## src/mcu_bus_config.svh

```systemverilog
// MCU bus glue configuration
// Address map of the 6801 sound MCU, RAM sizes and the port 6 offset
// Shared by the RTL and by the testbench reference model

`ifndef MCU_BUS_CONFIG_SVH
`define MCU_BUS_CONFIG_SVH

// Internal RAM window, end is exclusive
`define MCU_IRAM_BASE   16'h0040
`define MCU_IRAM_END    16'h0140

// On-chip ports live below this address
`define MCU_PORT_END    16'h0028
`define MCU_PORT6_OFS   8'h17

// Top address bits of shared RAM (8xxx) and ROM (Cxxx-Fxxx)
`define MCU_SHARED_NIB  4'h8
`define MCU_ROM_TOP     2'b11

`define SHARED_DEPTH    512
`define IRAM_DEPTH      256

`endif

```

## src/mcu_bus_pkg.sv

```systemverilog
// MCU bus glue types
// Vector types for the two buses and the ROM wait state encoding

package mcu_bus_pkg;

    // One data byte, either bus
    typedef logic [7:0]  byte_t;

    // Full 6801 address
    typedef logic [15:0] mcu_addr_t;

    // 512-byte shared RAM address
    typedef logic [8:0]  shared_addr_t;

    // Offset into the 256-byte internal RAM
    typedef logic [7:0]  iram_addr_t;

    // External program ROM address
    typedef logic [13:0] rom_addr_t;

    // ROM fetch wait state machine
    typedef enum logic [1:0] {
        ROM_IDLE,
        ROM_WAIT,
        ROM_DONE
    } rom_wait_t;

endpackage

```

## src/mcu_bus_if.sv

```systemverilog
// MCU-side bus
// Carries the core address, strobes and data plus the decoded selects

`timescale 1ns/1ps

interface mcu_bus_if;
    import mcu_bus_pkg::*;

    mcu_addr_t addr;
    logic      rnw;
    logic      vma;
    byte_t     dout;
    byte_t     din;

    // Decoded selects, at most one high
    logic      rom_cs;
    logic      ram_cs;
    logic      shared_cs;
    logic      port_cs;

    modport decoder (
        input  addr, vma,
        output rom_cs, ram_cs, shared_cs, port_cs
    );

    // Port logic and shared RAM arbiter
    modport ctrl (input addr, rnw, vma, dout, port_cs, shared_cs);

    modport reader (
        input  addr, rnw, dout, ram_cs, shared_cs,
        output din
    );

    modport waiter (input rom_cs);

endinterface

```

## src/mcu_port_ctrl.sv

```systemverilog
// MCU port 6 and NMI latch
// Port 6 bit 1 requests an interrupt on the main CPU, bit 0 low clears NMI.
// NMI is set by a rising edge on the main CPU's set strobe

`timescale 1ns/1ps
`include "mcu_bus_config.svh"

module mcu_port_ctrl (
    input  logic    clk,
    input  logic    rst,
    mcu_bus_if.ctrl bus,
    input  logic    mcu_cen,
    input  logic    nmi_set,
    output logic    irqmain,
    output logic    nmi
);
    import mcu_bus_pkg::*;

    byte_t port6;
    logic  port6_we;
    logic  nmi_set_last;
    logic  nmi_clr;

    // Writes to other ports are dropped
    assign port6_we = bus.vma & bus.port_cs & ~bus.rnw & mcu_cen
                    & (bus.addr[7:0] == `MCU_PORT6_OFS);

    always_ff @(posedge clk or posedge rst) begin
        if (rst) begin
            port6 <= '0;
        end else if (port6_we) begin
            port6 <= bus.dout;
        end
    end

    assign irqmain = port6[1];
    assign nmi_clr = ~port6[0];

    always_ff @(posedge clk or posedge rst) begin
        if (rst) begin
            nmi_set_last <= 1'b0;
            nmi          <= 1'b0;
        end else begin
            nmi_set_last <= nmi_set;
            // Clear wins over a coincident set
            if (nmi_clr) begin
                nmi <= 1'b0;
            end else if (nmi_set && !nmi_set_last) begin
                nmi <= 1'b1;
            end
        end
    end

endmodule

```

## src/flat_wrapper.sv

```systemverilog
// flat-port wrapper written by rule: the top's interface ports become plain ports
module mcu_port_ctrl_flat import mcu_bus_pkg::*;
  (clk, rst, mcu_cen, nmi_set, irqmain, nmi, bus_addr, bus_rnw, bus_vma, bus_dout, bus_port_cs, bus_shared_cs);
  mcu_bus_if bus_i ();
  input  logic clk;
  input  logic rst;
  input  logic mcu_cen;
  input  logic nmi_set;
  output logic irqmain;
  output logic nmi;
  input wire logic [$bits(bus_i.addr)-1:0] bus_addr;
  input wire logic [$bits(bus_i.rnw)-1:0] bus_rnw;
  input wire logic [$bits(bus_i.vma)-1:0] bus_vma;
  input wire logic [$bits(bus_i.dout)-1:0] bus_dout;
  input wire logic [$bits(bus_i.port_cs)-1:0] bus_port_cs;
  input wire logic [$bits(bus_i.shared_cs)-1:0] bus_shared_cs;
  assign bus_i.addr = bus_addr;
  assign bus_i.rnw = bus_rnw;
  assign bus_i.vma = bus_vma;
  assign bus_i.dout = bus_dout;
  assign bus_i.port_cs = bus_port_cs;
  assign bus_i.shared_cs = bus_shared_cs;
  mcu_port_ctrl u_core (.clk(clk), .rst(rst), .bus(bus_i), .mcu_cen(mcu_cen), .nmi_set(nmi_set), .irqmain(irqmain), .nmi(nmi));
endmodule
```

## config.mk

```make
export PLATFORM = sky130hd
export DESIGN_NAME = mcu_port_ctrl_flat
export DESIGN_NICKNAME = d
export VERILOG_FILES = /design/src/mcu_bus_pkg.sv /design/src/mcu_bus_if.sv /design/src/mcu_port_ctrl.sv /design/src/flat_wrapper.sv
export VERILOG_INCLUDE_DIRS = /design/src
export SDC_FILE = /design/constraint.sdc
export NUM_CORES = 1
export LEC_CHECK = 0
export BUFFER_PORTS_ARGS = -buffer_cell sky130_fd_sc_hd__buf_2
export CORE_AREA = 10 10 47 49
export DETAILED_ROUTE_END_ITERATION = 8
export DIE_AREA = 0 0 57 59
export PLACE_DENSITY = 0.5
export SLEW_MARGIN = 5
export SYNTH_ARGS = -nofsm -noshare
export SYNTH_HDL_FRONTEND = slang
export SYNTH_SLANG_ARGS = --single-unit
```

## constraint.sdc

```tcl
create_clock -name clk -period 2.3 [get_ports clk]
set_clock_uncertainty 0.15 [all_clocks]
set_input_delay 0.575 -clock clk [delete_from_list [all_inputs] [get_ports clk]]
set_output_delay 0.575 -clock clk [all_outputs]
set_load 0.03 [all_outputs]
```

==> reports/results.tsv <==
metric	value	unit
worst_path_largest_cell_delay	0.37	ns
yosysUniqueCellTypes	8	
period_share	0.657	
start_util	0.138	
wl_per_cell	11.9	µm
grt-ovfl-total	0	
dr.pass1.iters	1	
critPathTopFamily	flip-flops	
grt_first_pass_wirelength	959	µm
synth-seq-cells	4	
wl_met3	141	µm
setup_ws	0.788	ns
placed_cells	47	
die_area	3360	µm²
synth-seq-area-share	0.516	
critical_path.slowest_cell	dfrtp_1	
outcome	complete, no violations	
critPathRequiredTime	1.57	ns
final_antenna_net_count	0	
via_per_inst	3.84	
setup-violations-final	0	
portBuffers	18	
fin_nets	68	
swShare	0.192	
cts_root_buf	clkbuf_4	
maxCapViolCount	0	
place.gp.congestion	0.593	
whs	0.0656	ns
diodes	0	
wl	593	µm
wl_met2	185	µm
h-tree-depth	1	
tightest_slew	0.152	ns
syn_inst	13	
cts_buffer_depth	2	
dpl_worst_slack	0.667	ns
cts.sinks	4	
hold_class	in -> async	
clkPwrFrac	0.487	
worst_ir_drop_vdd	0.000109	V
fin_setup_tns	0	ns
rows	14	
dr.first_iter.drc_count	0	
cts_tree	built	
grt_max_degree	5	
syn_to_final_growth	68.4	%
crit_chain	buf_2	
grt_pass1_vias	252	
met1_length	263	µm
grt.total_usage	0.0406	
fmax	661	MHz
ctsHoldBuffers	0	
netlist_area	194	µm²
hold_violations	0	
path_clk_slew	0.04	ns
clock_latency	0.23	ns
die_h	59	µm
switchingPower	33.8	µW
numCtsBuffers	3	
die_w	57	µm
core	1400	µm²
vias	192	
drive_above_1_share	0.735	
grt_setup_unrepaired	false	
path_class	reg -> out	
top_layer	met4	
cp_max_fo	2	
antenna_found_initial	0	
ys_warn_count	0	
cts_resized	0	
power_leakage	0.189	nW
drc_errors	0	
path_buf_inv	1	
slew_headroom	0.899	
critPathLaunchType	flop	
intPower	143	µW
drv_slew	0	
combPwrFrac	0.103	
fillCellCount	170	
finalNonFillerCells	50	
p_seq_frac	0.410	
post-cts-setup-buffer-count	0	
power_density	540	nW/µm²
syn_nets	45	
arrival	0.79	ns
io-pin-count	34	
avgSynthCellArea	14.9	µm²
endpoint_kind	primary output	
fin_crit	1.51	ns
path summary, 6_finish.rpt:
path                                                       to  slack (ns)  cells after the start                         from
worst max-delay path                                  irqmain        0.79                      1  u_core.port6[1]$_DFFE_PP0P_
worst min-delay path                   u_core.nmi$_DFFE_PP0P_        0.07                      2                          rst
worst max register to register    u_core.port6[1]$_DFFE_PP0P_        1.40                      1  u_core.port6[1]$_DFFE_PP0P_
worst min register to register         u_core.nmi$_DFFE_PP0P_        0.34                      1  u_core.port6[0]$_DFFE_PP0P_
max in group asynchronous         u_core.port6[1]$_DFFE_PP0P_        1.78                      2                          rst
min in group clk                u_core.nmi_set_last$_DFF_PP0_        0.31                      1                      nmi_set
logic make-up after synthesis:
family,synth area share
simple gates,0.271
buf+inv,0.0193
flops,0.516
mux,0.155
compound gates,0.0387
flip-flops by register name, summed over array words and instances (netlist names):
name and cells:
u_core.port6 2, u_core.nmi_set_last 1, u_core.nmi 1
routing by layer:
metal | vias to the layer above | global-route usage
met5 | - | 0
li1 | 91 | -
met1 | 78 | 0.0404
met3 | 2 | 0.0558
met2 | 21 | 0.0341
met4 | 0 | 0.0403
stage by stage:
step | power [mW] | area (µm²) | util
detailed placement | 0.0919 | 304 | 0.217
CTS | 0.181 | 327 | 0.233
global route | 0.190 | 327 | 0.233
global placement | 0.0915 | 304 | 0.217
finish | 0.176 | 327 | 0.233
floorplan | 0.0783 | 194 | -
cell usage in the layout (no fill, tap or decap), drive strengths merged:
master  count
mux2        2
and4bb      2
buf        18
and4b       1
nor2b       1
dfrtp       4
o21a        1
inv         1
clkbuf      3
nand3       1
final cells by class:
type,instances,area (µm²),area share
inverters,1,3.75,0.0115
flip-flops and latches,4,100,0.307
multi-input cells,8,90.1,0.276
clock buffers,3,22.5,0.0690
well taps,16,20.0,0.0613
repair buffers,18,90.1,0.276
Yosys cell counts, drive strengths merged:
cell type,count,share of area
and4bb,2,0.13
o21a,1,0.039
and4b,1,0.058
nor2b,1,0.032
mux2,2,0.15
dfrtp,4,0.52
nand3,1,0.052
inv,1,0.019
power by group through the flow:
stage | clock (mW) | combinational (mW) | sequential (mW)
2_1_floorplan | 0 | 0.00479 | 0.0736
3_3_place_gp | 0 | 0.0183 | 0.0732
3_5_place_dp | 0 | 0.0186 | 0.0733
4_1_cts | 0.0904 | 0.0187 | 0.0724
5_1_grt | 0.0966 | 0.0206 | 0.0723
6_report | 0.0860 | 0.0181 | 0.0723
(Power assumes the default switching activity.)
