[src/mcu_bus_config.svh]
// MCU bus glue configuration
// Address map of the 6801 sound MCU, RAM sizes and the port 6 offset
// Shared by the RTL and by the testbench reference model

`ifndef MCU_BUS_CONFIG_SVH
`define MCU_BUS_CONFIG_SVH

// Internal RAM window, end is exclusive
`define MCU_IRAM_BASE   16'h0040
`define MCU_IRAM_END    16'h0140

// On-chip ports live below this address
`define MCU_PORT_END    16'h0028
`define MCU_PORT6_OFS   8'h17

// Top address bits of shared RAM (8xxx) and ROM (Cxxx-Fxxx)
`define MCU_SHARED_NIB  4'h8
`define MCU_ROM_TOP     2'b11

`define SHARED_DEPTH    512
`define IRAM_DEPTH      256

`endif

[src/mcu_bus_pkg.sv]
// MCU bus glue types
// Vector types for the two buses and the ROM wait state encoding

package mcu_bus_pkg;

    // One data byte, either bus
    typedef logic [7:0]  byte_t;

    // Full 6801 address
    typedef logic [15:0] mcu_addr_t;

    // 512-byte shared RAM address
    typedef logic [8:0]  shared_addr_t;

    // Offset into the 256-byte internal RAM
    typedef logic [7:0]  iram_addr_t;

    // External program ROM address
    typedef logic [13:0] rom_addr_t;

    // ROM fetch wait state machine
    typedef enum logic [1:0] {
        ROM_IDLE,
        ROM_WAIT,
        ROM_DONE
    } rom_wait_t;

endpackage

[src/mcu_bus_if.sv]
// MCU-side bus
// Carries the core address, strobes and data plus the decoded selects

`timescale 1ns/1ps

interface mcu_bus_if;
    import mcu_bus_pkg::*;

    mcu_addr_t addr;
    logic      rnw;
    logic      vma;
    byte_t     dout;
    byte_t     din;

    // Decoded selects, at most one high
    logic      rom_cs;
    logic      ram_cs;
    logic      shared_cs;
    logic      port_cs;

    modport decoder (
        input  addr, vma,
        output rom_cs, ram_cs, shared_cs, port_cs
    );

    // Port logic and shared RAM arbiter
    modport ctrl (input addr, rnw, vma, dout, port_cs, shared_cs);

    modport reader (
        input  addr, rnw, dout, ram_cs, shared_cs,
        output din
    );

    modport waiter (input rom_cs);

endinterface

[src/mcu_read_mux.sv]
// MCU read path
// Holds the 256-byte internal RAM at 0x0040-0x013F and picks the
// byte returned to the core from internal RAM, shared RAM or ROM

`timescale 1ns/1ps
`include "mcu_bus_config.svh"

module mcu_read_mux (
    input  logic               clk,
    input  logic               cen6,
    input  logic               mcu_cen,
    mcu_bus_if.reader          bus,
    input  mcu_bus_pkg::byte_t shared_q,
    input  mcu_bus_pkg::byte_t rom_data
);
    import mcu_bus_pkg::*;

    byte_t      iram [0:`IRAM_DEPTH-1];
    byte_t      iram_q;
    iram_addr_t iram_ofs;
    mcu_addr_t  iram_rel;
    logic       iram_we;

    // Offset from the window base, fits in 8 bits inside the window
    assign iram_rel = bus.addr - `MCU_IRAM_BASE;
    assign iram_ofs = iram_rel[7:0];

    assign iram_we = bus.ram_cs & ~bus.rnw & mcu_cen & cen6;

    always_ff @(posedge clk) begin
        if (cen6) begin
            if (iram_we) begin
                iram[iram_ofs] <= bus.dout;
            end
            iram_q <= iram[iram_ofs];
        end
    end

    // ROM is the default source
    always_comb begin
        if (bus.ram_cs) begin
            bus.din = iram_q;
        end else if (bus.shared_cs) begin
            bus.din = shared_q;
        end else begin
            bus.din = rom_data;
        end
    end

endmodule

[src/flat_wrapper.sv]
// flat-port wrapper written by rule: the top's interface ports become plain ports
module mcu_read_mux_flat import mcu_bus_pkg::*;
  (clk, cen6, mcu_cen, shared_q, rom_data, bus_addr, bus_rnw, bus_dout, bus_ram_cs, bus_shared_cs, bus_din);
  mcu_bus_if bus_i ();
  input  logic clk;
  input  logic cen6;
  input  logic mcu_cen;
  input  mcu_bus_pkg::byte_t shared_q;
  input  mcu_bus_pkg::byte_t rom_data;
  input wire logic [$bits(bus_i.addr)-1:0] bus_addr;
  input wire logic [$bits(bus_i.rnw)-1:0] bus_rnw;
  input wire logic [$bits(bus_i.dout)-1:0] bus_dout;
  input wire logic [$bits(bus_i.ram_cs)-1:0] bus_ram_cs;
  input wire logic [$bits(bus_i.shared_cs)-1:0] bus_shared_cs;
  output wire logic [$bits(bus_i.din)-1:0] bus_din;
  assign bus_i.addr = bus_addr;
  assign bus_i.rnw = bus_rnw;
  assign bus_i.dout = bus_dout;
  assign bus_i.ram_cs = bus_ram_cs;
  assign bus_i.shared_cs = bus_shared_cs;
  assign bus_din = bus_i.din;
  mcu_read_mux u_core (.clk(clk), .cen6(cen6), .mcu_cen(mcu_cen), .bus(bus_i), .shared_q(shared_q), .rom_data(rom_data));
endmodule
[config.mk]
export PLATFORM = sky130hd
export DESIGN_NAME = mcu_read_mux_flat
export DESIGN_NICKNAME = d
export VERILOG_FILES = /design/src/mcu_bus_pkg.sv /design/src/mcu_bus_if.sv /design/src/mcu_read_mux.sv /design/src/flat_wrapper.sv
export VERILOG_INCLUDE_DIRS = /design/src
export SDC_FILE = /design/constraint.sdc
export NUM_CORES = 2
export LEC_CHECK = 0
export BUFFER_PORTS_ARGS = -buffer_cell sky130_fd_sc_hd__buf_4
export CAP_MARGIN = 10
export CELL_PAD_IN_SITES_DETAIL_PLACEMENT = 1
export CELL_PAD_IN_SITES_GLOBAL_PLACEMENT = 2
export CORE_ASPECT_RATIO = 1.4
export CORE_MARGIN = 4
export CORE_UTILIZATION = 51
export CTS_BUF_LIST = sky130_fd_sc_hd__clkbuf_8 sky130_fd_sc_hd__clkbuf_16
export DETAILED_ROUTE_END_ITERATION = 6
export PLACE_DENSITY_LB_ADDON = 0.1
export REMOVE_ABC_BUFFERS = 1
export SYNTH_ARGS = -nofsm -noshare
export SYNTH_HDL_FRONTEND = slang
export SYNTH_SLANG_ARGS = --single-unit
[constraint.sdc]
create_clock -name clk -period 3.45 [get_ports clk]
set_input_delay 0 -clock clk [delete_from_list [all_inputs] [get_ports clk]]
set_output_delay 0 -clock clk [all_outputs]
set_load 0.005 [all_outputs]
==> Implementation_results.wiki <==
{| class="wikitable"
! Metric !! Value
|-
| FF-to-FF path depth || 6
|-
| TritonCTS clock tree || built
|-
| Share of cells above drive strength 1 || 0.308
|-
| Signal arrival time at the worst endpoint || 3560 ps
|-
| Post-synthesis sequential area ratio || 0.771
|-
| Pin count of the biggest net entering global routing || 146
|-
| Met2 GRT Util || 0.496
|-
| Most frequent cells after synthesis || sky130_fd_sc_hd__edfxtp_1 (2056), sky130_fd_sc_hd__mux4_2 (497), sky130_fd_sc_hd__nor2_1 (254)
|-
| Initial antenna violation count || 7
|-
| Final HPWL from detailed placement || 156000 µm
|-
| Inst Count DP || 6117
|-
| Vias per cell || 6.36
|-
| Fraction of registers with async set or reset after synthesis || 0
|-
| Vias in the first global route || 43600
|-
| LEAKAGE || 29.9 nW
|-
| Area added between synthesis and finish || 15.5%
|-
| Wire length of the first global-routing pass || 337000 µm
|-
| Fin. Hold Viols || 5
|-
| Num CTS Buffers || 191
|-
| TritonCTS Sinks || 2056
|-
| Area of the core region || 0.156 mm²
|-
| Top-count cell post-synth || sky130_fd_sc_hd__edfxtp_1
|-
| IO buf count || 45
|-
| Biggest fanout along the worst timing path || 30
|-
| Via count of the routed design || 41200
|-
| Cell type contributing the most total cell area after synthesis || sky130_fd_sc_hd__edfxtp_1
|-
| Vert. Die Dim || 477 µm
|-
| Met1 global-route usage || 0.382
|-
| Yosys warns || 0
|-
| EDFF count, synth || 2056
|-
| Initial Util || 0.515
|-
| Aggregate negative setup slack || 0 ps
|-
| Final layout net count || 4294
|-
| Row count || 171
|-
| Fin Hold WS || -24.2 ps
|-
| Mean routed wirelength per cell || 36.7 µm
|-
| DR DRC count || 0
|-
| Busiest metal layer after global routing || met2
|-
| Required time of the worst setup path || 4150 ps
|-
| Power Dens Cells || 556 mW/mm²
|-
| Mapped Cells || 3706
|-
| Violations in the final reports || negative hold slack
|-
| Worst Setup Slack post-DPL || -109 ps
|-
| VDD IR max || 0.534 mV
|-
| Clk slew on worst S/H paths || 60 ps
|-
| Synthesized cell area || 0.0801 mm²
|-
| Total power || 51.4 mW
|-
| RSZ-0062 raised after global routing || no
|-
| Crit path launch type || input port
|-
| Endpoint class of the critical path || flop
|-
| Post-route clock skew || 21.4 ps
|-
| First-iteration detailed-routing DRC count || 4626
|-
| Chip Width || 343 µm
|-
| Portion of the clock cycle consumed by the worst path in the final layout || 0.829
|-
| Min setup slack post-route || 590 ps
|-
| Primary flip-flop cell chosen by synthesis mapping || sky130_fd_sc_hd__edfxtp_1
|-
| Transition at the pin with the smallest max-transition slack || 1300 ps
|-
| Number of flip-flops and latches in the synthesized netlist || 2056
|-
| I/O Pins || 54
|-
| Final Critical Period || 2860 ps
|-
| Post-synth cell types || 60
|-
| Reg2reg start || u_core.iram[182][6]
|-
| Maximum achievable frequency || 0.350 GHz
|-
| Final non-filler cell total || 6484
|-
| Class of the tightest hold or removal check || in2reg
|-
| Tightest slew margin relative to the limit || 0.136
|-
| Post-detailed-route count of antenna-violating nets || 0
|-
| Filler Cell Count || 13000
|-
| Weighted congestion reported at the end of routability-driven placement || 0.868
|-
| Met3 track demand over resource || 0.0432
|-
| H-tree level count || 4
|-
| Die footprint || 0.163 mm²
|-
| Root buffer cell || sky130_fd_sc_hd__clkbuf_16
|-
| Number of buffers between clock root and the deepest sink || 3
|-
| Syn Area/Cell || 21.6 µm²
|-
| WS Path Type || in2reg
|-
| Hold wc startpoint || bus_dout[6]
|-
| Terminating pin of the worst hold path || u_core.iram[11][6]
|-
| Clock Latency Late Sink || 830 ps
|-
| Overflow after GRT || 0
|-
| GRT Resource Usage Total || 0.295
|-
| # Max-Cap Violations || 0
|-
| Result of the run || complete, but fails checks
|-
| Setup-violating endpoint count in the final report || 0
|-
| Buffers inserted during post-CTS setup optimization || 0
|-
| Reg-to-reg slack, setup || 650 ps
|-
| Crit Reg-Reg Endpoint || u_core.iram_q[6]
|-
| Yosys top cell area share || 0.771
|-
| Number of instances on the worst hold path || 1
|-
| Post-detailed-routing wire length || 238000 µm
|-
| Max-slew violation count || 0
|-
| Cell types occupying the most area after synthesis || sky130_fd_sc_hd__edfxtp_1 (77%), sky130_fd_sc_hd__mux4_2 (14%), sky130_fd_sc_hd__mux2i_1 (1.8%)
|-
| 1st-pass router iterations || 6
|}
-- report_power, final --
group	leakage, nW	switching, mW	internal, mW	total [mW]
Clock	3.18	9.18	11.8	21.0
Combinational	8.23	1.82	1.03	2.85
Sequential	18.5	0.0258	27.5	27.5
Total	29.9	11.0	40.3	51.4
-- flip-flops by register name (all words and copies together) (netlist names) --
| register | count |
|---|---|
| u_core.iram | 2048 |
| u_core.iram_q | 8 |
-- area by class of cell --
cell class | count | area [µm²] | share of cell area
Inverter | 5 | 18.8 | 0.000203
Clock buffer | 195 | 4880 | 0.0528
Multi-Input combinational cell | 1410 | 16900 | 0.183
Clock inverter | 158 | 1330 | 0.0143
Antenna cell | 4 | 10.0 | 0.000108
Timing Repair Buffer | 580 | 4990 | 0.0539
Tap cell | 2076 | 2600 | 0.0281
Sequential cell | 2056 | 61700 | 0.668
-- layer usage --
layer | up-vias | part of all wire
met2 | 1785 | 0.51
met3 | 408 | 0.064
met1 | 22400 | 0.37
met4 | 0 | 0.053
met5 | - | 0
li1 | 16600 | -
-- metrics by stage --
stage               cell area [µm²]  utilization
finish                        92500        0.595
global route                  92500        0.595
CTS                           92500        0.594
detailed placement            86200        0.554
global placement              86200        0.554
floorplan                     78600            -
-- logic make-up (layout without fill, tap and decap cells) --
logic type	count (synthesis)	after routing	share of synthesized area
DFF	2056	2056	0.771
muxes	653	653	0.159
and+or+nand+nor	474	474	0.0263
AOI/OAI and AO/OA	279	279	0.0244
buffers and inverters	240	938	0.0180
adders and majority gates	4	4	0.000625
other	0	4	0
-- placed cells by master, fill, tap and decap left out, types with 7 or more instances in the layout --
master / count
sky130_fd_sc_hd__mux2i_1: 146
sky130_fd_sc_hd__inv_1: 41
sky130_fd_sc_hd__o21ai_0: 29
sky130_fd_sc_hd__mux4_2: 497
sky130_fd_sc_hd__clkbuf_16: 195
sky130_fd_sc_hd__buf_4: 516
sky130_fd_sc_hd__clkinv_1: 51
sky130_fd_sc_hd__edfxtp_1: 2056
sky130_fd_sc_hd__a22oi_1: 65
sky130_fd_sc_hd__a221oi_1: 11
sky130_fd_sc_hd__buf_12: 43
sky130_fd_sc_hd__a22o_1: 8
sky130_fd_sc_hd__nand3_1: 26
sky130_fd_sc_hd__o221ai_1: 9
sky130_fd_sc_hd__nor2b_1: 13
sky130_fd_sc_hd__nand4_1: 11
sky130_fd_sc_hd__bufinv_16: 21
sky130_fd_sc_hd__nor4_1: 8
sky130_fd_sc_hd__o211ai_1: 12
sky130_fd_sc_hd__clkbuf_8: 7
sky130_fd_sc_hd__a211oi_1: 13
sky130_fd_sc_hd__nor2_1: 252
sky130_fd_sc_hd__nor3_1: 47
sky130_fd_sc_hd__nand2_1: 69
sky130_fd_sc_hd__mux2_2: 10
sky130_fd_sc_hd__clkinv_2: 30
sky130_fd_sc_hd__nand2b_1: 8
sky130_fd_sc_hd__dlygate4sd3_1: 10
sky130_fd_sc_hd__a21oi_1: 40
sky130_fd_sc_hd__o22ai_1: 43
-- what timing repair did --
action	CTS	global route
hold buffers	10	0
resized for setup	0	0
endpoints found under the setup margin	0	0
endpoints found under the hold margin	401	0
-- worst max-delay path by stage --
stage | end | startpoint | depth (start not counted)
2_1_floorplan | u_core.iram[185][0] | bus_addr[1] | 3
3_3_place_gp | u_core.iram_q[2] | bus_addr[0] | 9
3_5_place_dp | u_core.iram_q[2] | bus_addr[0] | 9
4_1_cts | u_core.iram_q[6] | u_core.iram[182][6] | 6
5_1_grt | u_core.iram_q[6] | bus_addr[4] | 9
6_report | u_core.iram_q[6] | bus_addr[4] | 9
-- critical path, cell delays in order --
cell,delay (ps)
sky130_fd_sc_hd__dlygate4sd3_1,540
sky130_fd_sc_hd__buf_4,170
sky130_fd_sc_hd__buf_12,200
sky130_fd_sc_hd__or3b_2,770
sky130_fd_sc_hd__buf_4,270
sky130_fd_sc_hd__a2111oi_0,460
sky130_fd_sc_hd__or4_1,300
sky130_fd_sc_hd__a2bb2oi_1,570
sky130_fd_sc_hd__o211a_1,230
Power figures use the tool's default switching activity.
