**config.mk**
```make
export PLATFORM = sky130hd
export DESIGN_NAME = mcu_addr_decode_flat
export DESIGN_NICKNAME = d
export VERILOG_FILES = /design/src/mcu_bus_pkg.sv /design/src/mcu_bus_if.sv /design/src/mcu_addr_decode.sv /design/src/flat_wrapper.sv
export VERILOG_INCLUDE_DIRS = /design/src
export SDC_FILE = /design/constraint.sdc
export NUM_CORES = 1
export LEC_CHECK = 0
export BUFFER_PORTS_ARGS = -buffer_cell sky130_fd_sc_hd__buf_4
export CORE_AREA = 3 3 40 42
export DETAILED_ROUTE_END_ITERATION = 8
export DIE_AREA = 0 0 43 45
export PLACE_DENSITY = 0.43
export SYNTH_ARGS = -nofsm -noshare
export SYNTH_HDL_FRONTEND = slang
export SYNTH_SLANG_ARGS = --single-unit
```
**constraint.sdc**
```tcl
create_clock -name vclk -period 1
set_clock_uncertainty 0.2 [all_clocks]
set_input_delay 0.05 -clock vclk [all_inputs]
set_output_delay 0.05 -clock vclk [all_outputs]
set_load 0.01 [all_outputs]
```
**src/mcu_bus_config.svh**
```systemverilog
// MCU bus glue configuration
// Address map of the 6801 sound MCU, RAM sizes and the port 6 offset
// Shared by the RTL and by the testbench reference model

`ifndef MCU_BUS_CONFIG_SVH
`define MCU_BUS_CONFIG_SVH

// Internal RAM window, end is exclusive
`define MCU_IRAM_BASE   16'h0040
`define MCU_IRAM_END    16'h0140

// On-chip ports live below this address
`define MCU_PORT_END    16'h0028
`define MCU_PORT6_OFS   8'h17

// Top address bits of shared RAM (8xxx) and ROM (Cxxx-Fxxx)
`define MCU_SHARED_NIB  4'h8
`define MCU_ROM_TOP     2'b11

`define SHARED_DEPTH    512
`define IRAM_DEPTH      256

`endif

```
**src/mcu_bus_pkg.sv**
```systemverilog
// MCU bus glue types
// Vector types for the two buses and the ROM wait state encoding

package mcu_bus_pkg;

    // One data byte, either bus
    typedef logic [7:0]  byte_t;

    // Full 6801 address
    typedef logic [15:0] mcu_addr_t;

    // 512-byte shared RAM address
    typedef logic [8:0]  shared_addr_t;

    // Offset into the 256-byte internal RAM
    typedef logic [7:0]  iram_addr_t;

    // External program ROM address
    typedef logic [13:0] rom_addr_t;

    // ROM fetch wait state machine
    typedef enum logic [1:0] {
        ROM_IDLE,
        ROM_WAIT,
        ROM_DONE
    } rom_wait_t;

endpackage

```
**src/mcu_bus_if.sv**
```systemverilog
// MCU-side bus
// Carries the core address, strobes and data plus the decoded selects

`timescale 1ns/1ps

interface mcu_bus_if;
    import mcu_bus_pkg::*;

    mcu_addr_t addr;
    logic      rnw;
    logic      vma;
    byte_t     dout;
    byte_t     din;

    // Decoded selects, at most one high
    logic      rom_cs;
    logic      ram_cs;
    logic      shared_cs;
    logic      port_cs;

    modport decoder (
        input  addr, vma,
        output rom_cs, ram_cs, shared_cs, port_cs
    );

    // Port logic and shared RAM arbiter
    modport ctrl (input addr, rnw, vma, dout, port_cs, shared_cs);

    modport reader (
        input  addr, rnw, dout, ram_cs, shared_cs,
        output din
    );

    modport waiter (input rom_cs);

endinterface

```
**src/mcu_addr_decode.sv**
```systemverilog
// MCU address decoder
// Maps the 6801 address onto ROM, internal RAM, shared RAM and on-chip ports.
// Purely combinational, selects only while the core drives a valid access

`timescale 1ns/1ps
`include "mcu_bus_config.svh"

module mcu_addr_decode (
    mcu_bus_if.decoder bus
);

    logic in_rom;
    logic in_shared;
    logic in_iram;
    logic in_port;

    assign in_rom    = bus.addr[15:14] == `MCU_ROM_TOP;
    assign in_shared = bus.addr[15:12] == `MCU_SHARED_NIB;
    assign in_iram   = (bus.addr >= `MCU_IRAM_BASE) && (bus.addr < `MCU_IRAM_END);
    assign in_port   = bus.addr < `MCU_PORT_END;

    always_comb begin
        bus.rom_cs    = 1'b0;
        bus.ram_cs    = 1'b0;
        bus.shared_cs = 1'b0;
        bus.port_cs   = 1'b0;
        // Regions are disjoint, the chain just keeps it one-hot
        if (bus.vma) begin
            if (in_rom) begin
                bus.rom_cs = 1'b1;
            end else if (in_shared) begin
                bus.shared_cs = 1'b1;
            end else if (in_iram) begin
                bus.ram_cs = 1'b1;
            end else if (in_port) begin
                bus.port_cs = 1'b1;
            end
        end
    end

endmodule

```
**src/flat_wrapper.sv**
```systemverilog
// flat-port wrapper written by rule: the top's interface ports become plain ports
module mcu_addr_decode_flat 
  (bus_addr, bus_vma, bus_rom_cs, bus_ram_cs, bus_shared_cs, bus_port_cs);
  mcu_bus_if bus_i ();
  input wire logic [$bits(bus_i.addr)-1:0] bus_addr;
  input wire logic [$bits(bus_i.vma)-1:0] bus_vma;
  output wire logic [$bits(bus_i.rom_cs)-1:0] bus_rom_cs;
  output wire logic [$bits(bus_i.ram_cs)-1:0] bus_ram_cs;
  output wire logic [$bits(bus_i.shared_cs)-1:0] bus_shared_cs;
  output wire logic [$bits(bus_i.port_cs)-1:0] bus_port_cs;
  assign bus_i.addr = bus_addr;
  assign bus_i.vma = bus_vma;
  assign bus_rom_cs = bus_i.rom_cs;
  assign bus_ram_cs = bus_i.ram_cs;
  assign bus_shared_cs = bus_i.shared_cs;
  assign bus_port_cs = bus_i.port_cs;
  mcu_addr_decode u_core (.bus(bus_i));
endmodule
```
==> results.txt, run 1 <==
----------------------------------------------------
[Floorplan]
  Top-level port count ... 21
  Initial Util ... approximately 5.8%
  Area of the core ... 1280 sq um
  Die height ... about 45 um
  Site row count ... 13
  Floorplan die area ... just under 2000 sq um
  Die width ... between 40 and 50 um

[Critical path]
  Classification of the worst setup path ... in2out
  Worst-path maximum fanout ... 2
  Largest stage delay on the critical path ... around 0.54 ns
  Required time worst endpoint ... approximately 0.75 ns
  Critical-path cell list ... buf_6, or4_4, nor4b_4, buf_4
  Critical path's top delay family ... simple AND/OR/NAND/NOR gates
  Number of buffers and inverters on the critical path ... 2
  Kind of start point of the critical path ... input pin
  Data arrival time of the critical path ... about 1.1 ns
  Cell at the slowest stage of the critical path ... sky130_fd_sc_hd__or4_4
  Nature of the critical path endpoint ... output pin

[Run]
  Maximum capacitance violations ... 0

[Cells and area]
  Number of clock-tree buffers in the layout ... 0
  Share of the core filled with cells in the final layout ... between 20% and 30%
  # diodes ... 0
  Most frequent standard cell in the layout excluding fill and tap cells ... sky130_fd_sc_hd__buf_4
  Cell area after layout ... 289 sq um
  Proportion of layout cells with a drive suffix above 1 ... between 70% and 80%
  Layout overhead on the synthesized area ... 285%
  Final net count ... 48
  Highest-count cells in the layout ignoring fill and taps ... 14 x sky130_fd_sc_hd__buf_4, 5 x sky130_fd_sc_hd__buf_6, 2 x sky130_fd_sc_hd__o21ai_0
  Number of flip-flops and latches ... 0
  Final cell count without fillers ... 44
  Sequential standard cell area ... 0 sq um

[Global routing]
  GRT Overall Usage ... under 10%
  Initial antenna violation count ... 0
  Via count of the first global-routing pass ... between 200 and 250
  Maximum number of pins on one net before global-route repair ... 4
  Global route total overflow ... 0
  Global-route wire length before repair ... ~900 um

[Route]
  Total wire length after detailed routing ... between 500 and 600 um
  Number of nets with antenna violations after detailed routing ... 0
  Average wire length per cell after detail routing ... approximately 12 um
  1st-pass router iterations ... 2
  Via/cell ratio ... around 3.8
  Iter 0 DRT Violations ... 3
  Number of remaining DRC errors ... 0
  Vias post-DR ... 169

[Power and ir drop]
  Power per cell area ... around 280 nW/um^2
  Final Power ... 0.0817 mW
  Worst vdd rail ir drop ... around 0.093 mV
  Leakage power figure ... between 0.1 and 0.15 nW

[Synthesis]
  Library cells used by synthesis ... 9
  Avg Cell Area, Syn ... ~7.5 sq um
  Post-Synthesis Cell Area ... approximately 75 sq um
  Seq/Total Area, Yosys ... 0%
  Total number of yosys warnings ... 0
  Cell count after synthesis ... 10
  Synthesized net count ... 27

[Timing]
  Final number of setup-violating endpoints ... 2
  F_max ... 734 MHz
  Unrepaired setup endpoints after global routing ... yes
  Post-route setup slack ... -0.363 ns
  Post-layout min period ... ~1.4 ns
  Actual slew at the worst max-slew pin ... around 0.21 ns
  Endpoints failing hold ... 0
  Worst-case headroom to the max-slew limit ... a little under nine tenths
  Max-slew violation total from the final report ... 0
  Final Hold Slack ... 0.151 ns
  Period Utilization, post-route ... 136%

[Place]
  DP Cell Count ... between 40 and 50
  Final estimated routing congestion in global placement ... between 0.7 and 0.8
  Port bufs ... 18
  Cell area reported after detailed placement ... roughly 260 sq um

[Clocking]
  Hold-fix buffers at CTS ... 0

[Hold path]
  Type of the worst min-delay path ... in2out

[Outcome]
  Status ... finished with violations
  Violations in the final reports ... setup timing

----------------------------------------------------
==> metal layers <==
layer	part of all wire [%]	GRT usage, %	wire length, um
met1	48	8.10	246
met2	38	8.98	195
met3	13	1.99	67
met4	0	0.602	0
met5	0	0	0
==> stage by stage <==
step | setup WS, ns | setup TNS (ns)
2_1_floorplan | -0.166 | -0.328
3_3_place_gp | -0.385 | -0.746
3_5_place_dp | -0.395 | -0.756
4_1_cts | -0.367 | -0.712
5_1_grt | -0.419 | -0.789
6_report | -0.363 | -0.704
==> repair_timing <==
action | in CTS | in global routing
gates resized for setup | 5 | 2
endpoints found under the setup margin | 2 | 3
buffers inserted | 0 | 0
pin swaps | 4 | 1
==> cells in the mapped netlist <==
cell                       count  area share, %
sky130_fd_sc_hd__nor4b_1       1             12
sky130_fd_sc_hd__or4_4         1             15
sky130_fd_sc_hd__or3_1         1            8.3
sky130_fd_sc_hd__and3_1        1            8.3
sky130_fd_sc_hd__nand2_1       1            5.0
sky130_fd_sc_hd__or4b_1        1             13
sky130_fd_sc_hd__nor4_1        1            8.3
sky130_fd_sc_hd__and4bb_1      1             17
sky130_fd_sc_hd__o21ai_0       2             13
==> cell type report <==
| class | instances | area [sq um] |
|---|---|---|
| Fill cell | 145 | 996 |
| Timing Repair Buffer | 19 | 161 |
| Tap cell | 15 | 18.8 |
| Multi-Input combinational cell | 10 | 109 |
==> where the power goes <==
group / internal (mW) / leakage (nW) / switching [mW] / total [mW]
logic: 0.0551 / 0.139 / 0.0267 / 0.0817
clock network: 0 / 0 / 0 / 0
registers: 0 / 0 / 0 / 0
==> path summary, 6_finish.rpt <==
kind | to | cells past startpoint | slack, ns | from
min | bus_shared_cs | 3 | 0.15 | bus_addr[12]
max | bus_port_cs | 4 | -0.36 | bus_addr[11]
==> kinds of logic (layout without fill, tap and decap cells) <==
logic type,count (synthesis),in the layout,share of synthesized area (%)
AOI/OAI and AO/OA,2,2,13.3
buffers and inverters,0,19,0
and+or+nand+nor,8,8,86.7
No activity file was read; power rests on OpenSTA's default activity.
==> inputs of run 2 (changes only) <==
CELL_PAD_IN_SITES_DETAIL_PLACEMENT = 0   (was default)
CELL_PAD_IN_SITES_GLOBAL_PLACEMENT = 1   (was default)
PLACE_DENSITY = 0.64   (was 0.43)
SKIP_LAST_GASP = 1   (was default)
==> results.txt, run 2 (synthesis gave the netlist of run 1 again) <==
----------------------------------------------------
[Cells and area]
  Number of flip-flops and latches ... 0
  Final cell count without fillers ... 46
  Number of clock-tree buffers in the layout ... 0
  Sequential standard cell area ... 0 sq um
  Layout overhead on the synthesized area ... 283%
  Most frequent standard cell in the layout excluding fill and tap cells ... sky130_fd_sc_hd__buf_4
  Proportion of layout cells with a drive suffix above 1 ... 80.6%
  Final net count ... 50
  # diodes ... 0
  Highest-count cells in the layout ignoring fill and taps ... 18 x sky130_fd_sc_hd__buf_4, 3 x sky130_fd_sc_hd__buf_6, 2 x sky130_fd_sc_hd__o21ai_0

[Critical path]
  Classification of the worst setup path ... in2out
  Data arrival time of the critical path ... 1.11 ns
  Kind of start point of the critical path ... input pin
  Nature of the critical path endpoint ... output pin
  Worst-path maximum fanout ... 2
  Required time worst endpoint ... roughly 0.75 ns

[Place]
  Post-Place Worst Slack ... -0.386 ns
  DP Cell Count ... 46
  Port bufs ... 18
  HPWL reported at the end of detailed placement ... 418 um
  Final estimated routing congestion in global placement ... 0.701

[Timing]
  Actual slew at the worst max-slew pin ... around 0.22 ns
  Fin Setup TNS ... -0.683 ns
  Max-slew violation total from the final report ... 0
  Unrepaired setup endpoints after global routing ... yes
  Period Utilization, post-route ... 136%
  F_max ... about 740 MHz
  Worst-case headroom to the max-slew limit ... between 80% and 90%
  Post-route setup slack ... -0.358 ns
  Endpoints failing hold ... 0
  Final number of setup-violating endpoints ... 2
  Post-layout min period ... 1.36 ns

[Route]
  Top routing layer used ... met3
  Met2 Wirelength ... around 160 um
  1st-pass router iterations ... 4
  Number of remaining DRC errors ... 0
  Average wire length per cell after detail routing ... around 10 um
  Metal3 WL ... around 120 um
  Total wire length after detailed routing ... about 450 um
  Iter 0 DRT Violations ... 6
  Number of nets with antenna violations after detailed routing ... 0
  Vias post-DR ... about 170
  Via/cell ratio ... 3.74
  Metal-1 WL ... ~180 um

[Power and ir drop]
  Internal power of the cells ... 0.0576 mW
  Share of total power in the clock network ... 0%
  Switching power share of the total ... 29.1%
  Combinational share of power ... 100.0%
  Sequential cell fraction of total power ... 0%
  Power per cell area ... 282 nW/um^2
  Leakage power figure ... 0.144 nW
  Net Sw Power ... 0.0236 mW
  Worst vdd rail ir drop ... about 0.12 mV
  Final Power ... around 0.08 mW

[Global routing]
  Global-route wire length before repair ... a little under 700 um
  Global route total overflow ... 0
  GRT Overall Usage ... 4.39%
  Via count of the first global-routing pass ... 160
  Initial antenna violation count ... 0
  Maximum number of pins on one net before global-route repair ... 3

[Floorplan]
  Die width ... 43 um
  Die height ... between 40 and 50 um
  Top-level port count ... 21
  Initial Util ... just under 6%
  Site row count ... 13
  Floorplan die area ... between 1500 and 2000 sq um
  Area of the core ... about 1300 sq um

[Hold path]
  Type of the worst min-delay path ... in2out

[Clocking]
  Number of post-CTS setup repair buffers ... 0

[Outcome]
  Status ... finished with violations
  Violations in the final reports ... setup timing

[Run]
  Maximum capacitance violations ... 0

----------------------------------------------------
## run 2: cell types whose count changed in the layout (fill, tap and decap cells not counted), sizes merged
cell | previous run | this run
buf | 19 | 21
## run 2: stage by stage
step / hold WS, ns / cell area (sq um) / util (%)
finish: 0.161 / 288 / 22.4
global route: 0.174 / 288 / 22.4
CTS: 0.169 / 282 / 21.9
detailed placement: 0.167 / 270 / 21.0
global placement: 0.167 / 270 / 21.0
floorplan: -0.0496 / 93.8 / -
## run 2: worst max-delay path, stage by stage
cell                      delay [ns]
sky130_fd_sc_hd__buf_6          0.09
sky130_fd_sc_hd__or4b_4         0.54
sky130_fd_sc_hd__nor4b_4        0.27
sky130_fd_sc_hd__buf_4          0.15
## run 2: timing repair
| item | CTS | global route |
|---|---|---|
| gates resized for setup | 3 | 1 |
| hold buffers | 0 | 0 |
| endpoints found under the setup margin | 3 | 3 |
| pin swaps | 3 | 0 |
| hold endpoints to repair | 0 | 0 |
## run 2: per-layer routing
metal | global-route usage (%) | up-vias
met2 | 7.19 | 17
met4 | 0 | 0
li1 | - | 86
met5 | 0 | -
met3 | 2.39 | 0
met1 | 5.48 | 69
## run 2: worst paths after layout
path	cells past startpoint	from	to
hold / removal	3	bus_addr[12]	bus_shared_cs
setup / recovery	4	bus_addr[15]	bus_port_cs
## run 2: layout make-up
class	count	area, sq um
fill	144	997
multi-input combinational	10	100
timing repair buffer	21	169
tap	15	18.8
## run 2: power by group through the flow
stage | combinational, mW | clock [mW] | sequential, mW
2_1_floorplan | 0.0156 | 0 | 0
3_3_place_gp | 0.0752 | 0 | 0
3_5_place_dp | 0.0757 | 0 | 0
4_1_cts | 0.0796 | 0 | 0
5_1_grt | 0.0861 | 0 | 0
6_report | 0.0813 | 0 | 0
