--- src/mcu_bus_config.svh ---
// MCU bus glue configuration
// Address map of the 6801 sound MCU, RAM sizes and the port 6 offset
// Shared by the RTL and by the testbench reference model

`ifndef MCU_BUS_CONFIG_SVH
`define MCU_BUS_CONFIG_SVH

// Internal RAM window, end is exclusive
`define MCU_IRAM_BASE   16'h0040
`define MCU_IRAM_END    16'h0140

// On-chip ports live below this address
`define MCU_PORT_END    16'h0028
`define MCU_PORT6_OFS   8'h17

// Top address bits of shared RAM (8xxx) and ROM (Cxxx-Fxxx)
`define MCU_SHARED_NIB  4'h8
`define MCU_ROM_TOP     2'b11

`define SHARED_DEPTH    512
`define IRAM_DEPTH      256

`endif

--- src/mcu_bus_pkg.sv ---
// MCU bus glue types
// Vector types for the two buses and the ROM wait state encoding

package mcu_bus_pkg;

    // One data byte, either bus
    typedef logic [7:0]  byte_t;

    // Full 6801 address
    typedef logic [15:0] mcu_addr_t;

    // 512-byte shared RAM address
    typedef logic [8:0]  shared_addr_t;

    // Offset into the 256-byte internal RAM
    typedef logic [7:0]  iram_addr_t;

    // External program ROM address
    typedef logic [13:0] rom_addr_t;

    // ROM fetch wait state machine
    typedef enum logic [1:0] {
        ROM_IDLE,
        ROM_WAIT,
        ROM_DONE
    } rom_wait_t;

endpackage

--- src/mcu_bus_if.sv ---
// MCU-side bus
// Carries the core address, strobes and data plus the decoded selects

`timescale 1ns/1ps

interface mcu_bus_if;
    import mcu_bus_pkg::*;

    mcu_addr_t addr;
    logic      rnw;
    logic      vma;
    byte_t     dout;
    byte_t     din;

    // Decoded selects, at most one high
    logic      rom_cs;
    logic      ram_cs;
    logic      shared_cs;
    logic      port_cs;

    modport decoder (
        input  addr, vma,
        output rom_cs, ram_cs, shared_cs, port_cs
    );

    // Port logic and shared RAM arbiter
    modport ctrl (input addr, rnw, vma, dout, port_cs, shared_cs);

    modport reader (
        input  addr, rnw, dout, ram_cs, shared_cs,
        output din
    );

    modport waiter (input rom_cs);

endinterface

--- src/mcu_rom_wait.sv ---
// ROM fetch wait state
// Holds the MCU clock enable low from the start of a ROM access
// until the external ROM reports valid data with rom_ok

`timescale 1ns/1ps

module mcu_rom_wait (
    input  logic      clk,
    input  logic      rst,
    input  logic      cen6,
    input  logic      rom_ok,
    mcu_bus_if.waiter bus,
    output logic      mcu_cen
);
    import mcu_bus_pkg::*;

    rom_wait_t state;
    logic      rom_cs_last;
    logic      new_access;

    // Rising edge of the ROM select
    assign new_access = bus.rom_cs & ~rom_cs_last;

    always_ff @(posedge clk or posedge rst) begin
        if (rst) begin
            state       <= ROM_IDLE;
            rom_cs_last <= 1'b0;
        end else begin
            rom_cs_last <= bus.rom_cs;
            if (new_access) begin
                state <= ROM_WAIT;
            end else if (!bus.rom_cs) begin
                state <= ROM_IDLE;
            end else if (state == ROM_WAIT && rom_ok) begin
                state <= ROM_DONE;
            end
        end
    end

    // Core stalls on the detecting edge and for the whole wait
    assign mcu_cen = cen6 & ~new_access & (state != ROM_WAIT);

endmodule

--- src/flat_wrapper.sv ---
// flat-port wrapper written by rule: the top's interface ports become plain ports
module mcu_rom_wait_flat import mcu_bus_pkg::*;
  (clk, rst, cen6, rom_ok, mcu_cen, bus_rom_cs);
  mcu_bus_if bus_i ();
  input  logic clk;
  input  logic rst;
  input  logic cen6;
  input  logic rom_ok;
  output logic mcu_cen;
  input wire logic [$bits(bus_i.rom_cs)-1:0] bus_rom_cs;
  assign bus_i.rom_cs = bus_rom_cs;
  mcu_rom_wait u_core (.clk(clk), .rst(rst), .cen6(cen6), .rom_ok(rom_ok), .bus(bus_i), .mcu_cen(mcu_cen));
endmodule
--- config.mk ---
export PLATFORM = sky130hd
export DESIGN_NAME = mcu_rom_wait_flat
export DESIGN_NICKNAME = d
export VERILOG_FILES = /design/src/mcu_bus_config.svh /design/src/mcu_bus_pkg.sv /design/src/mcu_bus_if.sv /design/src/mcu_rom_wait.sv /design/src/flat_wrapper.sv
export SDC_FILE = /design/constraint.sdc
export NUM_CORES = 1
export LEC_CHECK = 0
export ABC_CLOCK_PERIOD_IN_PS = 1800
export BUFFER_PORTS_ARGS = -buffer_cell sky130_fd_sc_hd__buf_4
export CAP_MARGIN = 10
export CORE_AREA = 4 4 41 43
export CTS_BUF_LIST = sky130_fd_sc_hd__clkbuf_4 sky130_fd_sc_hd__clkbuf_8 sky130_fd_sc_hd__clkbuf_16
export CTS_CLUSTER_SIZE = 16
export DETAILED_ROUTE_END_ITERATION = 10
export DIE_AREA = 0 0 45 47
export GPL_TIMING_DRIVEN = 0
export SLEW_MARGIN = 10
export SYNTH_ARGS = -nofsm -noshare
export SYNTH_HDL_FRONTEND = slang
export SYNTH_SLANG_ARGS = --single-unit
export TNS_END_PERCENT = 1
--- constraint.sdc ---
create_clock -name clk -period 1.8 [get_ports clk]
set_input_delay 0.09 -clock clk [delete_from_list [all_inputs] [get_ports clk]]
set_output_delay 0.09 -clock clk [all_outputs]
set_load 0.005 [all_outputs]
==> results.toml, run 1 <==
[status]
status = "finished clean"

[clocking]
clockRootBuffer = "clkbuf_4"
clkSinkCount = 3
htreeDepth = 1
clk_pin_slew_ns = 0.04
cts_buffer_depth = 2
postCtsSetupRepairBufs = 0
clk_latency_ns = 0.23
cts_tree = "done"
numCtsBuffers = 3

[floorplan]
die_w_um = 45
die_area_um2 = 2120
coreArea_um2 = 1300
rows = 13
ioPinCount = 6
start_util_pct = 10.1
die_h_um = 47

[worst_setup_path]
worstSetupStartpointType = "input port"
reg2reg_from = "u_core.rom_cs_last"
crit_arrival_ns = 1.14
critical_path_class = "input port to output port"
critPathMaxFanout = 3
r2r_slack_ns = 0.90
reg2reg_depth = 2
required_ns = 1.71
end_kind = "output port"
rr_endpoint = "u_core.state[0]"

[timing]
maxSlewHeadroom_pct = 88.6
setup_slack_ns = 0.568
setup_viol = 0
final_hold_viol_count = 0
fin_crit_ns = 1.23
tightest_slew_ns = 0.170
fmax_mhz = 812
finalSetupTns_ns = 0
finalCritPeriodShare_pct = 68.4
rsz0062_at_grt = "false"
drv_slew = 0
skew_ns = 0.000743

[synthesis]
synth_seq_cells = 3
synth_cell_type_count = 8
synth_top_area_cell = "dfrtp_1"
synth.area.top_cells = "dfrtp_1 57%, a211oi_2 9.5%, inv_1 8.6%, o221a_2 8.6%, and3b_1 6.7%"
syn_area_um2 = 131
synth_cells = 12
synth_fp_nets = 17
asyncSetResetFlopFracSynth_pct = 100
synth_ff_type = "dfrtp_1"
synth_top_area_share_pct = 57.1
seq_area_frac_synth_pct = 57.1
synth_edf_count = 0
synth.avg_cell_area_um2 = 10.9
ys_warn_count = 0
synth_common_cells = "3 x dfrtp_1, 3 x inv_1"

[global_route]
grt-ovfl-total = 0
grt_pass1_vias = 138
grt_max_degree = 5
grt.total_usage_pct = 4.28
grt_pass1_wl_um = 531
antenna_found_initial = 0

[placed_design]
place.port_buffers = 5
dpl_worst_slack_ns = 0.908
dp_hpwl_um = 215
place_congestion = 0.566
dp_cells = 32

[cells_and_area]
syn_to_final_growth_pct = 81.0
drive_gt1_share_pct = 47.8
antenna-diode-count = 0
final_nets = 29
stdcell_count = 38
num-fill-cells = 157

[hold_path]
min_path_type = "input port to flop"
hold_path.startpoint = "rom_ok"
hold_path_end = "u_core.state[1]"
holdPathStages = 3

[power_and_ir_drop]
ir_worst_vdd_v = 0.000271
power_density_nw_per_um2 = 974
p_leak_uw = 0.000119

[route]
drt_iter0_drc = 1
drtPass1Iterations = 2
routed_wirelength_um = 294
avgRoutedWirePerCell_um = 7.74
drc = 0
vias_per_cell = 3.32
ant_nets = 0
vias = 126

[flow_run]
max_cap_viol_count = 0
repair_timing:
| item | in CTS | in global routing |
|---|---|---|
| resized for setup | 0 | 0 |
| endpoints found under the setup margin | 0 | 0 |
| hold buffers | 2 | 0 |
| hold endpoints to repair | 4 | 0 |
layout make-up:
class	count	area, um^2	area share, %
tap	15	18.8	7.89
timing repair buffer	7	57.6	24.2
multi-input combinational	6	45.0	18.9
inverter	3	11.3	4.74
clock buffer	4	30.0	12.6
sequential	3	75.1	31.6
kinds of logic (layout without fill, tap and decap cells):
logic type      count (synthesis)  count (layout)  synth area share, %
compound gates                  3               3                 21.9
buf+inv                         3              14                 8.57
flops                           3               3                 57.1
simple gates                    3               3                 12.4
state kept, by name, summed over array words and instances, names as in the netlist:
name and count:
u_core.state 2, u_core.rom_cs_last 1
metrics by stage:
stage | utilization [%] | cell area [um^2] | power (uW) | hold slack (ns)
after floorplan | - | 131 | 83.4 | -0.156
final | 18.3 | 238 | 231 | 0.124
after CTS | 18.3 | 238 | 241 | 0.123
after global placement | 14.4 | 188 | 94.8 | -0.0308
after global routing | 18.3 | 238 | 247 | 0.167
after detailed placement | 14.4 | 188 | 95.3 | -0.0318
worst max path at each step:
stage                                   from         endpoint  slack, ns  cells past startpoint
after floorplan           u_core.rom_cs_last  u_core.state[0]       0.97                      2
after global placement       u_core.state[0]          mcu_cen       0.92                      3
after detailed placement  u_core.rom_cs_last  u_core.state[0]       0.91                      2
after CTS                         bus_rom_cs          mcu_cen       0.56                      5
after global routing              bus_rom_cs          mcu_cen       0.51                      5
final                             bus_rom_cs          mcu_cen       0.57                      5
cell usage in the layout (no fill, tap or decap):
cell,count
a21oi_1,1
dfrtp_1,3
dlygate4sd3_1,2
inv_1,3
nand2_1,1
buf_4,5
a211oi_2,1
clkbuf_4,4
and3b_1,1
o221a_2,1
nor2_1,1
per-layer routing:
metal | vias up | track usage [%] | share of wire [%]
li1 | 61 | - | -
met1 | 57 | 3.90 | 38
met2 | 6 | 5.08 | 43
met3 | 2 | 1.53 | 13
met4 | 0 | 8.77 | 6.5
met5 | - | 0 | 0
critical path: stages:
cell and delay (ns):
dlygate4sd3_1 0.52, buf_4 0.11, inv_1 0.05, o221a_2 0.24
buf_4 0.13
power breakdown:
group,internal (uW),switching [uW],total (uW)
registers,71.1,2.46,73.6
logic,15.3,8.49,23.8
clock network,98.2,36.0,134
total,185,46.9,231
No activity file was read; power rests on OpenSTA's default activity.
==> run 2: changes to the inputs <==
--- a/config.mk
+++ b/config.mk
@@ -5,7 +5,8 @@
 export SDC_FILE = /design/constraint.sdc
 export NUM_CORES = 1
 export LEC_CHECK = 0
-export ABC_CLOCK_PERIOD_IN_PS = 1800
+export ABC_AREA = 1
+export ABC_CLOCK_PERIOD_IN_PS = 1000
 export BUFFER_PORTS_ARGS = -buffer_cell sky130_fd_sc_hd__buf_4
 export CAP_MARGIN = 10
 export CORE_AREA = 4 4 41 43
==> constraint.sdc (replaced) <==
create_clock -name clk -period 1 [get_ports clk]
set_input_delay 0.05 -clock clk [delete_from_list [all_inputs] [get_ports clk]]
set_output_delay 0.05 -clock clk [all_outputs]
set_load 0.005 [all_outputs]
==> results.toml, run 2 <==
[synthesis]
synth_top_area_cell = "dfrtp_1"
syn_area_um2 = 138
synth_top_area_share_pct = 54.5
synth_cells = 19
synth_seq_cells = 3
synth.area.top_cells = "dfrtp_1 55%, nand2_1 16%, inv_1 11%, nor2_1 8.2%, a21oi_1 3.6%"
synth_fp_nets = 24
synth.avg_cell_area_um2 = 7.24
synth_common_cells = "6 x nand2_1, 4 x inv_1, 3 x dfrtp_1, 3 x nor2_1"
synth_cell_type_count = 7
asyncSetResetFlopFracSynth_pct = 100
ys_warn_count = 0
yosysMostFrequentCell = "nand2_1"
synth_edf_count = 0
seq_area_frac_synth_pct = 54.5
synth_ff_type = "dfrtp_1"

[cells_and_area]
drive_gt1_share_pct = 36.7
final_nets = 36
largest_registers = "u_core.state: 2 flops, u_core.rom_cs_last: 1 flops"
final_cell_mix = "5 x buf_4, 4 x inv_1, 4 x nand2_1, 4 x clkbuf_4"
mostFrequentLayoutCell = "buf_4"
num-fill-cells = 160
layout.area.seq_um2 = 75.1
antenna-diode-count = 0
syn_to_final_growth_pct = 80.9
multi_input_area_um2 = 48.8
top_register = "u_core.state"
largest_register_ffs = 2

[timing]
finalSetupTns_ns = 0
fin_crit_ns = 0.972
finalCritPeriodShare_pct = 97.2
maxSlewHeadroom_pct = 91.7
tightest_slew_ns = 0.124
drv_slew = 0
final_hold_viol_count = 0
skew_ns = 0.000104
fmax_mhz = 1030
rsz0062_at_grt = "true"
setup_viol = 0

[worst_setup_path]
critPathMaxFanout = 4
reg2reg_depth = 4
crit_arrival_ns = 0.92
r2r_slack_ns = 0.26
max_stage_delay_ns = 0.40
reg2reg_from = "u_core.state[0]"
path_cells = "inv_1, nor2_1, nor2_1, buf_4"
critical_path_class = "flop to output port"
critPathBufInv = 2
crit_family = "flip-flops"
cpMostUsedCell = "nor2_1"
worstSetupStartpointType = "flop"
required_ns = 0.95
end_kind = "output port"
slowest_stage = "dfrtp_1"
rr_endpoint = "u_core.state[0]"

[global_route]
grt-ovfl-total = 0
grt_pass1_wl_um = 469
grt.total_usage_pct = 3.72
grt_max_degree = 5
grt_pass1_vias = 136
antenna_found_initial = 0

[power_and_ir_drop]
power_frac_comb_pct = 11.5
p_clk_share_pct = 56.2
p_leak_uw = 0.000132
p_sw_share_pct = 20.2
total_power_uw = 418
power_density_nw_per_um2 = 1680
intPower_uw = 334
ir_worst_vdd_v = 0.000362
p_switching_uw = 84.4
seqPwrFrac_pct = 32.3

[floorplan]
ioPinCount = 6
coreArea_um2 = 1300
start_util_pct = 10.6
die_area_um2 = 2120
die_h_um = 47
rows = 13
die_w_um = 45

[clocking]
clk_latency_ns = 0.23
postCtsSetupRepairBufs = 0
clkSinkCount = 3
cts_buffer_depth = 2
numCtsBuffers = 3
clockRootBuffer = "clkbuf_4"
htreeDepth = 1
clk_pin_slew_ns = 0.04
cts_tree = "done"

[route]
ant_nets = 0
drtPass1Iterations = 2
avgRoutedWirePerCell_um = 6.67
drc = 0
vias_per_cell = 3.13
drt_iter0_drc = 2
routed_wirelength_um = 300
vias = 141

[status]
status = "finished clean"

[hold_path]
holdPathStages = 3
hold_path.startpoint = "bus_rom_cs"
min_path_type = "input port to flop"
hold_path_end = "u_core.state[1]"

[placed_design]
place_congestion = 0.609
place.port_buffers = 5
dp_hpwl_um = 222

[flow_run]
max_cap_viol_count = 0
-- run 2: changes by cell type in the layout (fill, tap and decap cells not counted), sizes merged --
cell    previous run  this run
a211oi             1         0
and3b              1         0
clkinv             0         1
inv                3         4
nand2              1         6
nand3              0         1
nor2               1         3
o221a              1         0
-- run 2: per-stage QoR --
step	hold slack [ns]	instance area [um^2]	std cells	worst slack, ns	util [%]
3_3_place_gp	-0.0692	194	39	0.271	14.9
4_1_cts	0.0651	244	45	0.0167	18.8
5_1_grt	0.0815	249	45	-0.0313	19.1
3_5_place_dp	-0.0665	194	39	0.266	14.9
2_1_floorplan	-0.196	138	19	0.309	-
6_report	0.0721	249	45	0.0281	19.1
-- run 2: how the worst max path moves through the flow --
stage	slack, ns	cells after the start	to	start
2_1_floorplan	0.31	4	u_core.state[0]	u_core.state[0]
3_3_place_gp	0.27	4	mcu_cen	u_core.state[0]
3_5_place_dp	0.27	4	u_core.state[0]	u_core.state[0]
4_1_cts	0.02	4	mcu_cen	u_core.state[0]
5_1_grt	-0.03	5	mcu_cen	u_core.rom_cs_last
6_report	0.03	4	mcu_cen	u_core.state[0]
-- run 2: tightest hold or removal path, cell delays in order --
cell and delay [ns]:
buf_4 0.12, nand2_1 0.05, nor2_1 0.04
-- run 2: kinds of logic (layout without fill, tap and decap cells) --
family                 Yosys count  count (layout)  synth area share (%)
AND/OR/NAND/NOR                 10              10                  28.2
AO/OA/AOI/OAI                    1               1                  3.63
flip-flops                       3               3                  54.5
buffers and inverters            5              16                  13.6
-- run 2: layout make-up --
cell class	instances	share of cell area (%)
Timing Repair Buffer	7	23.1
Sequential cell	3	30.2
Inverter	5	7.54
Clock buffer	4	12.1
Multi-Input combinational cell	11	19.6
Tap cell	15	7.54
-- run 2: power by group through the flow --
stage / clock (uW) / sequential, uW / combinational (uW)
3_3_place_gp: 0 / 136 / 40.2
2_1_floorplan: 0 / 135 / 19.1
4_1_cts: 246 / 135 / 46.6
6_report: 235 / 135 / 48.1
5_1_grt: 253 / 136 / 55.1
3_5_place_dp: 0 / 136 / 40.4
-- run 2: timing repair --
item | 4_1_cts | 5_1_grt
gates resized for setup | 0 | 2
endpoints found under the hold margin | 4 | 0
hold buffers | 2 | 0
endpoints found under the setup margin | 0 | 1
-- run 2: routing by layer --
layer  wire, um  share of wire (%)  track usage (%)  vias to the layer above
met1        129                 43             3.20                       61
met4          0                  0             7.02                        0
met3         36                 12             2.30                        0
met2        134                 45             4.24                        5
li1           -                  -                -                       75
met5          0                  0                0                        -
==> run 3: changes to the inputs <==
--- a/config.mk
+++ b/config.mk
@@ -5,7 +5,6 @@
 export SDC_FILE = /design/constraint.sdc
 export NUM_CORES = 1
 export LEC_CHECK = 0
-export ABC_AREA = 1
 export ABC_CLOCK_PERIOD_IN_PS = 1000
 export BUFFER_PORTS_ARGS = -buffer_cell sky130_fd_sc_hd__buf_4
 export CAP_MARGIN = 10
==> results.toml, run 3 (synthesis results as in run 1) <==
[cells_and_area]
mostFrequentLayoutCell = "buf_4"
drive_gt1_share_pct = 54.2
largest_registers = "u_core.state: 2 flops, u_core.rom_cs_last: 1 flops"
syn_to_final_growth_pct = 96.2
largest_register_ffs = 2
stdcell_count = 39
final_nets = 30
final_cell_mix = "5 x buf_4, 4 x clkbuf_4, 3 x dfrtp_1, 2 x inv_1, 2 x dlygate4sd3_1"
design_area_um2 = 258
antenna-diode-count = 0
top_register = "u_core.state"

[floorplan]
die_h_um = 47
die_area_um2 = 2120
start_util_pct = 10.1
coreArea_um2 = 1300
rows = 13
ioPinCount = 6
die_w_um = 45

[status]
status = "complete, but fails checks"
violations = "negative setup slack"

[timing]
maxSlewHeadroom_pct = 89.0
fin_crit_ns = 1.06
rsz0062_at_grt = "true"
tightest_slew_ns = 0.164
setup_viol = 1
finalCritPeriodShare_pct = 106
fmax_mhz = 942
skew_ns = 0.0000188
final_hold_viol_count = 0
setup_slack_ns = -0.0618
drv_slew = 0

[clocking]
htreeDepth = 1
clk_latency_ns = 0.23
clk_pin_slew_ns = 0.04
clkSinkCount = 3
cts_tree = "done"
clockRootBuffer = "clkbuf_4"
cts_buffer_depth = 2
numCtsBuffers = 3

[route]
vias_per_cell = 3.36
drt_iter0_drc = 0
avgRoutedWirePerCell_um = 7.79
drc = 0
vias = 131
drtPass1Iterations = 1
routed_wirelength_um = 304
ant_nets = 0

[global_route]
grt_pass1_vias = 139
grt.total_usage_pct = 4.28
grt_pass1_wl_um = 524
grt_max_degree = 5
antenna_found_initial = 0
grt-ovfl-total = 0

[flow_run]
max_cap_viol_count = 0

[worst_setup_path]
critPathMaxFanout = 2
worstSetupStartpointType = "flop"
crit_arrival_ns = 1.01
end_kind = "output port"
r2r_slack_ns = 0.10
critical_path_class = "flop to output port"
reg2reg_from = "u_core.rom_cs_last"
required_ns = 0.95
reg2reg_depth = 2
rr_endpoint = "u_core.state[0]"

[hold_path]
hold_path_end = "u_core.state[1]"
holdPathStages = 3
min_path_type = "input port to flop"
hold_path.startpoint = "bus_rom_cs"

[placed_design]
dp_hpwl_um = 215
place_congestion = 0.566
dp_cells = 32
place.port_buffers = 5
dpl_worst_slack_ns = 0.108
place_area_um2 = 188

[power_and_ir_drop]
ir_worst_vdd_v = 0.000484
power_density_nw_per_um2 = 1660
p_leak_uw = 0.000127
total_power_uw = 427
[run 3: cell types whose count changed in the layout (fill, tap and decap cells not counted)]
cell      before  now
clkinv_1       1    0
inv_1          4    2
nand2_1        4    1
inv_2          0    1
nand3_1        1    0
o221a_4        0    1
nand2_2        2    0
a211oi_2       0    1
nor2_1         3    1
buf_6          0    1
and3b_1        0    1
[run 3: through the flow]
stage | hold WS, ns | utilization (%) | TNS [ns]
final | 0.0650 | 19.8 | -0.0618
after global routing | 0.0890 | 19.8 | -0.0983
after CTS | 0.0552 | 19.1 | -0.0952
after detailed placement | -0.0718 | 14.4 | 0
after global placement | -0.0708 | 14.4 | 0
after floorplan | -0.196 | - | 0
[run 3: final cells by class]
cell class              instances  area (um^2)
clock buffers                   4         30.0
fillers                       159         1040
inverters                       3         11.3
multi-input cells               6         53.8
flip-flops and latches          3         75.1
well taps                      15         18.8
repair buffers                  8         68.8
[run 3: worst max path at each step]
stage          cells past startpoint          startpoint  slack [ns]              end
2_1_floorplan                      2  u_core.rom_cs_last        0.17  u_core.state[0]
3_3_place_gp                       2  u_core.rom_cs_last        0.13  u_core.state[0]
3_5_place_dp                       2  u_core.rom_cs_last        0.11  u_core.state[0]
4_1_cts                            2     u_core.state[1]        -0.1          mcu_cen
5_1_grt                            3     u_core.state[0]        -0.1          mcu_cen
6_report                           3     u_core.state[0]       -0.06          mcu_cen
[run 3: worst max-delay path, stage by stage (launching register included)]
cell and delay (ns):
dfrtp_1 0.35, inv_2 0.05, o221a_4 0.27, buf_6 0.11
[run 3: power breakdown]
group	switching [uW]	internal (uW)
registers	5.40	128
logic	17.7	35.4
clock network	63.7	177
[run 3: routing by layer]
| metal | global-route usage (%) | part of all wire [%] | wire [um] |
|---|---|---|---|
| met5 | 0 | 0 | 0 |
| met3 | 1.53 | 12 | 36 |
| met2 | 5.08 | 45 | 137 |
| met1 | 3.90 | 36 | 110 |
| met4 | 8.77 | 6.3 | 19 |
[run 3: what timing repair did]
item                       CTS  global route
gates resized for setup      2             1
setup buffers                1             0
pin swaps                    1             1
setup endpoints to repair    1             1
hold buffers                 2             0
hold endpoints to repair     4             0
cloned                       0             0
